### config.mk
export PLATFORM = sky130hd
export DESIGN_NAME = arcade_shell
export DESIGN_NICKNAME = d
export VERILOG_FILES = /design/src/verilog/arcade_shell_pkg.sv /design/src/verilog/arcade_shell.sv /design/src/verilog/sigma_delta_dac.sv /design/src/verilog/video_out.sv /design/src/verilog/control_mapper.sv /design/src/verilog/rom_loader.sv /design/src/verilog/config_regs.sv
export SDC_FILE = /design/constraint.sdc
export NUM_CORES = 1
export LEC_CHECK = 0
export ABC_CLOCK_PERIOD_IN_PS = 3000
export CAP_MARGIN = 25
export CORE_ASPECT_RATIO = 1.75
export CORE_MARGIN = 5
export CORE_UTILIZATION = 40
export DETAILED_ROUTE_END_ITERATION = 12
export DONT_BUFFER_PORTS = 1
export GPL_TIMING_DRIVEN = 0
export PLACE_DENSITY = 0.55
export SLEW_MARGIN = 20
export SYNTH_ARGS = -nofsm -noshare
export SYNTH_HDL_FRONTEND = slang
export SYNTH_SLANG_ARGS = --single-unit
### constraint.sdc
create_clock -name clk_sys -period 3 [get_ports clk_sys]
set_input_delay 0.45 -clock clk_sys [delete_from_list [all_inputs] [get_ports clk_sys]]
set_output_delay 0.45 -clock clk_sys [all_outputs]
set_load 0.02 [all_outputs]
### src/verilog/arcade_shell_pkg.sv
package arcade_shell_pkg;

	// --------------------
	// AXI4-Lite
	// --------------------

	typedef struct packed {
		logic        aw_valid;
		logic [3:0]  aw_addr;
		logic        w_valid;
		logic [31:0] w_data;
		logic [3:0]  w_strb;
		logic        b_ready;
		logic        ar_valid;
		logic [3:0]  ar_addr;
		logic        r_ready;
	} axil_req_t;

	typedef struct packed {
		logic        aw_ready;
		logic        w_ready;
		logic        b_valid;
		logic [1:0]  b_resp;
		logic        ar_ready;
		logic        r_valid;
		logic [31:0] r_data;
		logic [1:0]  r_resp;
	} axil_rsp_t;

	localparam logic [1:0] AXI_OKAY = 2'b00;

	// Register byte offsets
	localparam logic [3:0] REG_STATUS  = 4'h0;
	localparam logic [3:0] REG_CONTROL = 4'h4;
	localparam logic [3:0] REG_INFO    = 4'h8;

	// Bits of the REG_INFO readback
	localparam int INFO_LOADED_BIT   = 0;
	localparam int INFO_DOWNLOAD_BIT = 1;

	// --------------------
	// Options word
	// --------------------

	typedef struct packed {
		logic [19:0] spare_hi;
		logic [1:0]  coins;
		logic [1:0]  lives;
		logic        difficulty;
		logic        bonus;
		logic        cabinet;
		logic        swap;
		logic [1:0]  scanlines;
		logic        rotate;
		logic        spare_lo;
	} shell_status_t;

	// --------------------
	// Core side
	// --------------------

	typedef struct packed {
		logic        download;
		logic [7:0]  index;
		logic        wr;
		logic [24:0] addr;
		logic [7:0]  data;
	} rom_dl_t;

	typedef struct packed {
		logic start;
		logic coin;
		logic fire_b;
		logic fire_a;
		logic up;
		logic down;
		logic left;
		logic right;
	} joy_t;

	typedef struct packed {
		logic [7:0] p1;
		logic [7:0] p2;
		logic [7:0] dsw;
	} core_inputs_t;

	typedef struct packed {
		logic [2:0] red;
		logic [2:0] green;
		logic [1:0] blue;
		logic       hblank;
		logic       vblank;
		logic       hsync;
		logic       vsync;
	} pixel_t;

	typedef struct packed {
		logic [5:0] red;
		logic [5:0] green;
		logic [5:0] blue;
		logic       hsync;
		logic       vsync;
	} vga_t;

endpackage
### src/verilog/arcade_shell.sv
`timescale 1ns/1ps

module arcade_shell #(
	parameter int DAC_BITS = 16
) (
	input  logic                           clk_sys,
	input  logic                           rst_n,
	input  arcade_shell_pkg::axil_req_t    axi_req,
	input  arcade_shell_pkg::rom_dl_t      rom_in,
	input  arcade_shell_pkg::joy_t         joy_0,
	input  arcade_shell_pkg::joy_t         joy_1,
	input  arcade_shell_pkg::pixel_t       pixel,
	input  logic [DAC_BITS-1:0]            audio,
	output arcade_shell_pkg::axil_rsp_t    axi_rsp,
	output arcade_shell_pkg::rom_dl_t      core_rom,
	output logic                           core_reset,
	output arcade_shell_pkg::core_inputs_t core_in,
	output arcade_shell_pkg::vga_t         vga,
	output logic                           audio_bit
);
	import arcade_shell_pkg::*;

	shell_status_t status;
	logic          soft_reset;
	logic          rom_loaded;

	config_regs u_config_regs (
		.clk_sys    (clk_sys),
		.rst_n      (rst_n),
		.axi_req    (axi_req),
		.rom_loaded (rom_loaded),
		.download   (rom_in.download),
		.axi_rsp    (axi_rsp),
		.status     (status),
		.soft_reset (soft_reset)
	);

	rom_loader u_rom_loader (
		.clk_sys    (clk_sys),
		.rst_n      (rst_n),
		.rom_in     (rom_in),
		.soft_reset (soft_reset),
		.core_rom   (core_rom),
		.rom_loaded (rom_loaded),
		.core_reset (core_reset)
	);

	control_mapper u_control_mapper (
		.clk_sys (clk_sys),
		.rst_n   (rst_n),
		.joy_0   (joy_0),
		.joy_1   (joy_1),
		.status  (status),
		.core_in (core_in)
	);

	video_out u_video_out (
		.clk_sys (clk_sys),
		.rst_n   (rst_n),
		.pixel   (pixel),
		.status  (status),
		.vga     (vga)
	);

	sigma_delta_dac #(
		.DAC_BITS (DAC_BITS)
	) u_sigma_delta_dac (
		.clk_sys   (clk_sys),
		.rst_n     (rst_n),
		.audio     (audio),
		.audio_bit (audio_bit)
	);

endmodule

### src/verilog/sigma_delta_dac.sv
`timescale 1ns/1ps

module sigma_delta_dac #(
	parameter int DAC_BITS = 16
) (
	input  logic                clk_sys,
	input  logic                rst_n,
	input  logic [DAC_BITS-1:0] audio,
	output logic                audio_bit
);

	logic [DAC_BITS-1:0] acc;
	logic [DAC_BITS:0]   sum;

	// Carry out of the accumulator is the output bit
	assign sum = {1'b0, acc} + {1'b0, audio};

	always_ff @(posedge clk_sys) begin
		if (!rst_n) begin
			acc       <= '0;
			audio_bit <= 1'b0;
		end else begin
			acc       <= sum[DAC_BITS-1:0];
			audio_bit <= sum[DAC_BITS];
		end
	end

endmodule

### src/verilog/video_out.sv
`timescale 1ns/1ps

module video_out (
	input  logic                            clk_sys,
	input  logic                            rst_n,
	input  arcade_shell_pkg::pixel_t        pixel,
	input  arcade_shell_pkg::shell_status_t status,
	output arcade_shell_pkg::vga_t          vga
);

	logic       hs_d;
	logic       odd_line;
	logic       active;
	logic [2:0] blue3;
	logic [5:0] red6;
	logic [5:0] green6;
	logic [5:0] blue6;
	logic [1:0] dim_level;

	// Scanline dimming, built from quarter and half shifts
	function automatic logic [5:0] dim(input logic [5:0] c, input logic [1:0] lvl);
		logic [5:0] r;
		case (lvl)
			2'd1:    r = c - (c >> 2);
			2'd2:    r = c - (c >> 1);
			2'd3:    r = c - (c >> 1) - (c >> 2);
			default: r = c;
		endcase
		return r;
	endfunction

	// --------------------
	// Line parity
	// --------------------

	always_ff @(posedge clk_sys) begin
		if (!rst_n) begin
			hs_d     <= 1'b0;
			odd_line <= 1'b0;
		end else begin
			hs_d <= pixel.hsync;
			if (pixel.hsync & ~hs_d)
				odd_line <= ~odd_line;
		end
	end

	// --------------------
	// Colour expansion
	// --------------------

	assign active = ~(pixel.hblank | pixel.vblank);

	// 2-bit blue gains its msb as a third bit
	assign blue3 = {pixel.blue, pixel.blue[1]};

	assign red6   = active ? {pixel.red, pixel.red} : 6'd0;
	assign green6 = active ? {pixel.green, pixel.green} : 6'd0;
	assign blue6  = active ? {blue3, blue3} : 6'd0;

	assign dim_level = odd_line ? status.scanlines : 2'd0;

	always_ff @(posedge clk_sys) begin
		if (!rst_n) begin
			vga <= '0;
		end else begin
			vga.red   <= dim(red6, dim_level);
			vga.green <= dim(green6, dim_level);
			vga.blue  <= dim(blue6, dim_level);
			vga.hsync <= pixel.hsync;
			vga.vsync <= pixel.vsync;
		end
	end

endmodule

### src/verilog/control_mapper.sv
`timescale 1ns/1ps

module control_mapper (
	input  logic                            clk_sys,
	input  logic                            rst_n,
	input  arcade_shell_pkg::joy_t          joy_0,
	input  arcade_shell_pkg::joy_t          joy_1,
	input  arcade_shell_pkg::shell_status_t status,
	output arcade_shell_pkg::core_inputs_t  core_in
);
	import arcade_shell_pkg::*;

	joy_t       one;
	joy_t       two;
	logic [3:0] dirs_one;
	logic [3:0] dirs_two;
	logic [7:0] p1;
	logic [7:0] p2;
	logic [7:0] dsw;

	// Returns {down, right, left, up} as the core expects them
	function automatic logic [3:0] map_dirs(input joy_t j, input logic rot);
		logic [3:0] d;
		if (rot)
			d = {j.left, j.down, j.up, j.right};
		else
			d = {j.down, j.right, j.left, j.up};
		return d;
	endfunction

	// --------------------
	// Player selection
	// --------------------

	always_comb begin
		if (status.swap) begin
			one = joy_1;
			two = joy_0;
		end else begin
			one = joy_0;
			two = joy_1;
		end
	end

	assign dirs_one = map_dirs(one, status.rotate);
	assign dirs_two = map_dirs(two, status.rotate);

	// --------------------
	// Core bytes
	// --------------------

	assign p1 = {one.fire_b, 1'b0, one.coin, one.fire_a, dirs_one};

	// Both start buttons ride in the player two byte
	assign p2 = {two.fire_b, two.start, one.start, two.fire_a, dirs_two};

	assign dsw = {status.coins, status.lives, status.difficulty, status.bonus,
		1'b0, status.cabinet};

	always_ff @(posedge clk_sys) begin
		if (!rst_n) begin
			core_in <= '0;
		end else begin
			core_in.p1  <= p1;
			core_in.p2  <= p2;
			core_in.dsw <= dsw;
		end
	end

endmodule

### src/verilog/rom_loader.sv
`timescale 1ns/1ps

module rom_loader (
	input  logic                      clk_sys,
	input  logic                      rst_n,
	input  arcade_shell_pkg::rom_dl_t rom_in,
	input  logic                      soft_reset,
	output arcade_shell_pkg::rom_dl_t core_rom,
	output logic                      rom_loaded,
	output logic                      core_reset
);

	logic dl_d;
	logic dl_fall;

	// Stream toward the core, one cycle late
	always_ff @(posedge clk_sys) begin
		core_rom <= rom_in;
		if (!rst_n) begin
			core_rom.download <= 1'b0;
			core_rom.wr       <= 1'b0;
		end
	end

	// --------------------
	// Load tracking
	// --------------------

	// Fall of the retimed flag, registered before it sets rom_loaded
	always_ff @(posedge clk_sys) begin
		if (!rst_n) begin
			dl_d    <= 1'b0;
			dl_fall <= 1'b0;
		end else begin
			dl_d    <= core_rom.download;
			dl_fall <= dl_d & ~core_rom.download;
		end
	end

	// Stays set across soft resets
	always_ff @(posedge clk_sys) begin
		if (!rst_n)
			rom_loaded <= 1'b0;
		else if (dl_fall)
			rom_loaded <= 1'b1;
	end

	always_ff @(posedge clk_sys) begin
		if (!rst_n)
			core_reset <= 1'b1;
		else
			core_reset <= soft_reset | ~rom_loaded;
	end

endmodule

### src/verilog/config_regs.sv
`timescale 1ns/1ps

module config_regs (
	input  logic                            clk_sys,
	input  logic                            rst_n,
	input  arcade_shell_pkg::axil_req_t     axi_req,
	input  logic                            rom_loaded,
	input  logic                            download,
	output arcade_shell_pkg::axil_rsp_t     axi_rsp,
	output arcade_shell_pkg::shell_status_t status,
	output logic                            soft_reset
);
	import arcade_shell_pkg::*;

	logic [31:0] opt_word;
	logic [31:0] info_word;
	logic [31:0] r_data;
	logic        b_pending;
	logic        r_pending;
	logic        wr_accept;
	logic        rd_accept;

	// Each channel blocks only on its own outstanding response
	assign wr_accept = axi_req.aw_valid & axi_req.w_valid & ~b_pending;
	assign rd_accept = axi_req.ar_valid & ~r_pending;

	assign status = shell_status_t'(opt_word);

	always_comb begin
		info_word                    = '0;
		info_word[INFO_LOADED_BIT]   = rom_loaded;
		info_word[INFO_DOWNLOAD_BIT] = download;
	end

	// --------------------
	// Write channel
	// --------------------

	always_ff @(posedge clk_sys) begin
		if (!rst_n) begin
			opt_word   <= '0;
			soft_reset <= 1'b0;
			b_pending  <= 1'b0;
		end else begin
			soft_reset <= 1'b0;
			if (wr_accept) begin
				b_pending <= 1'b1;
				if (axi_req.aw_addr == REG_STATUS) begin
					for (int i = 0; i < 4; i++) begin
						if (axi_req.w_strb[i])
							opt_word[i*8 +: 8] <= axi_req.w_data[i*8 +: 8];
					end
				end else if (axi_req.aw_addr == REG_CONTROL) begin
					// Self-clearing, reads back as zero
					soft_reset <= axi_req.w_strb[0] & axi_req.w_data[0];
				end
			end else if (axi_req.b_ready) begin
				b_pending <= 1'b0;
			end
		end
	end

	// --------------------
	// Read channel
	// --------------------

	always_ff @(posedge clk_sys) begin
		if (!rst_n)
			r_pending <= 1'b0;
		else if (rd_accept)
			r_pending <= 1'b1;
		else if (axi_req.r_ready)
			r_pending <= 1'b0;
	end

	always_ff @(posedge clk_sys) begin
		if (rd_accept) begin
			case (axi_req.ar_addr)
				REG_STATUS: r_data <= opt_word;
				REG_INFO:   r_data <= info_word;
				default:    r_data <= '0;
			endcase
		end
	end

	always_comb begin
		axi_rsp          = '0;
		axi_rsp.aw_ready = wr_accept;
		axi_rsp.w_ready  = wr_accept;
		axi_rsp.b_valid  = b_pending;
		axi_rsp.b_resp   = AXI_OKAY;
		axi_rsp.ar_ready = rd_accept;
		axi_rsp.r_valid  = r_pending;
		axi_rsp.r_data   = r_data;
		axi_rsp.r_resp   = AXI_OKAY;
	end

endmodule

# Yosys cells after proc, flatten, opt, wreduce, memory -nomap -nowiden
# Index checks and enable logic that the tools add are counted.
totals:
  ram_bits: 0
  reg_bits: 176
  out_inout_bits: 130
  n_memories: 0
  elab_cells: 87
  mem_bits_ro: 0
  inputBits: 138
  latch_bits: 0
op_classes:
  div: 0
  n_addsub: 10
  shifts: 0
  bitwise: 17
  n_reduce_logical: 9
  n_mux: 16
  multipliers: 0
  order_cmp: 0
  eq_ne: 5
ops:
  columns: ["op", "n"]
  rows:
  - ["$pmux 32 s2", 1]
  - ["$pmux 6 s3", 3]
  - ["$sub 6x4->6", 6]
  - ["$mux 6", 3]
  - ["$sub 6x5->6", 3]
  - ["$add 16x16->17", 1]
  - ["$mux 8", 2]
  - ["$reduce_and 3->1", 4]
  - ["$not 1->1", 9]
  - ["$logic_not 4->1", 2]
  - ["$mux 4", 2]
  - ["$and 1x1->1", 6]
  - ["$eq 2x2->1 const B", 2]
  - ["$eq 4x3->1 const B", 1]
  - ["$eq 4x4->1 const B", 1]
  - ["$mux 1", 4]
  - ["$reduce_bool 2->1", 2]
  - ["$reduce_or 4->1", 1]
  - ["$eq 2x1->1 const B", 1]
  - ["$mux 2", 1]
  - ["$or 1x1->1", 2]

# Logic depth before layout (Yosys ltp)
depth:
  ltp_word: 5
  ltp_mapped: 16

# Hierarchy
# Synthesis repeated with hierarchy kept, for this count alone.
hier_totals:
  cells_unflattened: 781
  area_unflattened_um2: 7766.2
by_module_without_submodules:
  columns: ["module", "area_each_um2", "seq_area_each_um2", "cells_per_inst", "n_inst"]
  rows:
  - ["config_regs", 2747.6, 1661.6, 243, 1]
  - ["video_out", 2085.8, 420.4, 285, 1]
  - ["sigma_delta_dac", 1149.9, 340.3, 132, 1]
  - ["rom_loader", 987.2, 940.9, 53, 1]
  - ["control_mapper", 795.8, 440.4, 68, 1]

# Worst setup path after synthesis
# OpenSTA, ideal clock, no wires.
synth_timing:
  path_kind: "input to register"
  startpoint: "input pixel[2] (netlist name)"
  endpoint: "register, netlist name u_video_out.vga[19]"
  setup_time_ps: 69
  t_arrival_ps: 3102
  setup_slack_ps: -171
  path_stages: 13
  path_cell_list: "nor2_1 > buf_4 > nand2_1 > ha_1 > fa_1 > o21ai_0 > ha_1 > nor2b_1 > nor3_1 > o22ai_2 > a211oi_2 > xnor3_1 > o21ai_1"
synth_via:
  elab_chain_len: 5
  word_cells_on_any_way: 6
  classes_between: "add/sub (3); mux (2); bitwise (1)"
synth_rtl:
  columns: ["element", "line", "source"]
  rows:
  - ["start: declaration", "arcade_shell.sv:12", "input arcade_shell_pkg::pixel_t pixel,"]
  - ["$or 1x1->1 (*)", "video_out.sv:51", "assign active = ~(pixel.hblank | pixel.vblank);"]
  - ["$mux 6 (*)", "video_out.sv:56", "assign red6 = active ? {pixel.red, pixel.red} : 6'd0;"]
  - ["$sub 6x5->6", "video_out.sv:25, video_out.sv:26", null]
  - ["$sub 6x4->6", "video_out.sv:26", "2'd3: r = c - (c >> 1) - (c >> 2);"]
  - ["$pmux 6 s3 (*)", "video_out.sv:23", "case (lvl)"]
# Mark *: on every way between the ends. The rest lies on a longest branch, timed or not.
# A chain may end at the register's enable or synchronous reset.

# Final worst setup path
layout_timing:
  startpoint: "input pixel[2] (netlist name)"
  endpoint: "register, netlist name u_video_out.vga[13]"
layout_via:
  elab_chain_len: 5
  word_cells_on_any_way: 6
  classes_between: "add/sub (3); mux (2); bitwise (1)"
layout_rtl:
  columns: ["element", "line", "source"]
  rows:
  - ["$or 1x1->1 (*)", "video_out.sv:51", null]
  - ["$mux 6 (*)", "video_out.sv:57", "assign green6 = active ? {pixel.green, pixel.green} : 6'd0;"]
  - ["$sub 6x5->6", "video_out.sv:25, video_out.sv:26", null]
  - ["$sub 6x4->6", "video_out.sv:26", null]
  - ["$pmux 6 s3 (*)", "video_out.sv:23", null]
# Marks and branches as above.

==> impl_metrics.toml <==
[cells_and_area]
fin_cells = 1065
final_area_um2 = 8957
drive_gt1_share_pct = 14.41
syn_to_final_growth_pct = 13.96
finalNetCount = 985

[clock_network]
h-tree-depth = 4
cts_tree = "yes"
clk_path_buf_depth = 2
clk_pin_slew_ns = 0.07
cts_root_buf = "clkbuf_16"
cts_hold_buf = 0
tritoncts.num_buffers = 17
cts.sinks = 174
insertion_delay_ns = 0.43

[logic_synthesis]
ys_types = 79
synth-warning-count = 0
ys_ff_latch = 174
synth_async_sr_flop_share_pct = 0
synth_area_per_cell_um2 = 10.17
synth_edf_count = 32
ys.flop_type = "dfxtp_1"
yosys-top-cells-area = "dfxtp_1 (36%), edfxtp_1 (12%), ha_1 (5.6%)"
synth_top_area_share_pct = 36.17
yosysTopAreaCell = "dfxtp_1"
syn_area_um2 = 7860
ys_seq_area_share_pct = 48.39
synthCells = 773

[setup_path]
crit_buf_inv = 3
endpoint_kind = "flip-flop"
cp-start-kind = "input pin"
max_stage_delay_ns = 0.38
cp_common_cell = "a21o_1"
arrival_ns = 3.22
crit_family = "compound AO/OA/AOI/OAI gates"
worst_ep_required_time_ns = 3.32
worstSetupPathType = "in -> reg"
critPathMaxFanout = 10
path_cells = "nor2_2, and2_1, buf_6, inv_2, fa_1, buf_4, nor3_1, a21o_1, a22oi_1, o21ai_1, ha_1, a21o_1, a211oi_1, a311oi_1, o32ai_2"
cp_slowest_cell = "fa_1"

[routing]
drt_wl_total_um = 21740
via_per_inst = 5.443
first_pass_iters = 5
drc = 0
via_count = 5797
drt_iter0_markers = 272
antenna_left = 0
routedWlPerCell_um = 20.41

[grt]
antenna_found_initial = 2
grt_overflow = 0
grt_pass1_vias = 5818
track_usage_pct = 18.68
grt_pass1_wl_um = 32150
grt_max_degree = 28

[outcome]
status = "finished clean"

[placed_design]
gp_congestion = 0.8950
port_buffers = 0
hpwl_um = 17480
place_area_um2 = 8227
dp.cells = 1024

[floorplanning]
die_h_um = 195.4
core_area_um2 = 19570
start_util_pct = 40.17
die_w_um = 116.0
die_area_um2 = 22660
num_rows = 68
pin_count = 268

[pwr]
p_switching_mw = 1.686
p_total_mw = 5.953
p_comb_share_pct = 16.3
ir_worst_vdd_mv = 0.6843
power.share.sequential_pct = 45.3
leakage_nw = 3.512
powerDensity_nw_per_um2 = 664.6
switching_share_pct = 28.33
clkPwrFrac_pct = 38.4
p_int_mw = 4.267

[sta]
worst_slew_pin_slew_ns = 0.8844
slew_headroom_pct = 40.42
slew_viol_final = 0
finalCriticalPeriod_ns = 2.896
fin_crit_sh_pct = 96.54
finalHoldViolCount = 0
rsz0062_at_grt = "true"
clock.fmax_ghz = 0.3453
tns_ns = 0
fin_skew_ns = 0.009089
setup_viol = 0

[job]
drv_cap = 0

[worst_hold_path]
hold_path.class = "in -> reg"
[metal layers]
layer	global-route usage, %	up-vias	share of wire (%)
li1	-	2760	-
met1	17.82	2737	34
met2	35.72	253	56
met3	4.279	47	6.0
met4	9.677	0	4.1
met5	0	-	0
[final timing paths]
path	start	endpoint	slack [ns]	depth (start not counted)
worst max-delay path	pixel[2]	u_video_out.vga[13]	0.10	15
worst min-delay path	rom_in[12]	u_rom_loader.core_rom[12]	0.04	0
worst max register to register	u_config_regs.status[3]	u_video_out.vga[18]	0.13	11
worst min register to register	u_rom_loader.dl_d	u_rom_loader.dl_fall	0.42	2
[through the flow]
| stage | util (%) | hold slack (ns) | setup WS [ns] |
|---|---|---|---|
| floorplan | - | 0.3906 | -0.009671 |
| global placement | 41.90 | 0.4098 | -0.6910 |
| detailed placement | 42.04 | 0.4147 | -0.5267 |
| CTS | 45.25 | 0.02300 | 0.002476 |
| global route | 45.77 | 0.01664 | -0.007828 |
| finish | 45.77 | 0.03881 | 0.1037 |
[power by group through the flow]
stage                     Clock [mW]  Combinational, mW  Sequential (mW)
after global placement             0              0.919             2.75
after global routing            2.45               1.08             2.71
after CTS                       2.34              0.957             2.70
after floorplan                    0              0.770             2.73
after detailed placement           0              0.950             2.75
final                           2.28              0.971             2.70
[synth_stat cells, drive strengths merged (2+ instances only)]
| master | n |
|---|---|
| a2111oi | 4 |
| a211o | 3 |
| a211oi | 10 |
| a21boi | 2 |
| a21o | 10 |
| a21oi | 57 |
| a221oi | 2 |
| a2bb2oi | 2 |
| a311oi | 2 |
| a31oi | 3 |
| and2 | 56 |
| and3 | 6 |
| buf | 31 |
| clkbuf | 18 |
| clkinv | 4 |
| dfxtp | 142 |
| edfxtp | 32 |
| fa | 6 |
| ha | 35 |
| inv | 21 |
| mux2i | 19 |
| mux4 | 8 |
| nand2 | 59 |
| nand2b | 10 |
| nand3 | 33 |
| nand3b | 3 |
| nand4 | 2 |
| nor2 | 62 |
| nor2b | 9 |
| nor3 | 16 |
| nor4 | 3 |
| o211ai | 2 |
| o21a | 11 |
| o21ai | 36 |
| o221ai | 2 |
| o22ai | 4 |
| o31ai | 6 |
| or2 | 2 |
| or3 | 3 |
| or3b | 2 |
| xnor2 | 7 |
| xor2 | 12 |
[registers in the layout, indices dropped and copies added (netlist names)]
register,cells
u_rom_loader.core_rom,43
u_config_regs.r_data,32
u_config_regs.status,32
u_control_mapper.core_in,22
u_video_out.vga,20
u_sigma_delta_dac.acc,16
u_config_regs.b_pending,1
u_config_regs.r_pending,1
u_config_regs.soft_reset,1
u_rom_loader.core_reset,1
u_rom_loader.dl_d,1
u_rom_loader.dl_fall,1
u_rom_loader.rom_loaded,1
u_sigma_delta_dac.audio_bit,1
u_video_out.odd_line,1
[area by class of cell]
class                      instances  area, µm²
antenna                            1      2.502
buffer                            49      297.8
clock buffer                      18      450.4
clock inverter                    14      170.2
fill                            1880      10610
inverter                          25      100.1
multi-input combinational        530       3746
sequential                       174       3804
tap                              245      306.5
timing repair buffer               9      80.08
[cell families (layout without fill, tap and decap cells)]
group | count (synthesis) | in the layout | share of synthesized area [%]
muxes | 28 | 28 | 4.855
buffers and inverters | 74 | 115 | 4.935
and+or+nand+nor | 270 | 270 | 17.69
xor gates and xnor gates | 20 | 20 | 2.404
other | 1 | 7 | 0.04771
adders and majority gates | 41 | 41 | 7.100
DFF | 174 | 174 | 48.39
AOI/OAI and AO/OA | 165 | 165 | 14.58
[placed cells by master, fill, tap and decap left out, types with 4 or more instances in the layout]
cell	instances
a211oi_1	7
a21o_1	10
a21oi_1	53
a21oi_2	4
and2_1	55
and3_1	6
buf_2	10
buf_4	21
buf_6	7
clkbuf_1	18
clkbuf_16	18
conb_1	6
dfxtp_1	142
edfxtp_1	32
fa_1	6
ha_1	35
inv_1	19
inv_6	5
mux2i_1	19
mux4_2	8
nand2_1	57
nand2b_1	10
nand3_1	31
nor2_1	61
nor2b_1	7
nor3_1	13
o21a_1	11
o21ai_0	28
o21ai_1	5
xnor2_1	7
xor2_1	11
[timing repair]
item / 4_1_cts / 5_1_grt
pin swaps: 0 / 4
hold endpoints to repair: 0 / 0
setup endpoints to repair: 1 / 5
setup buffers: 0 / 8
resized for setup: 1 / 11
No activity file was read; power rests on OpenSTA's default activity.
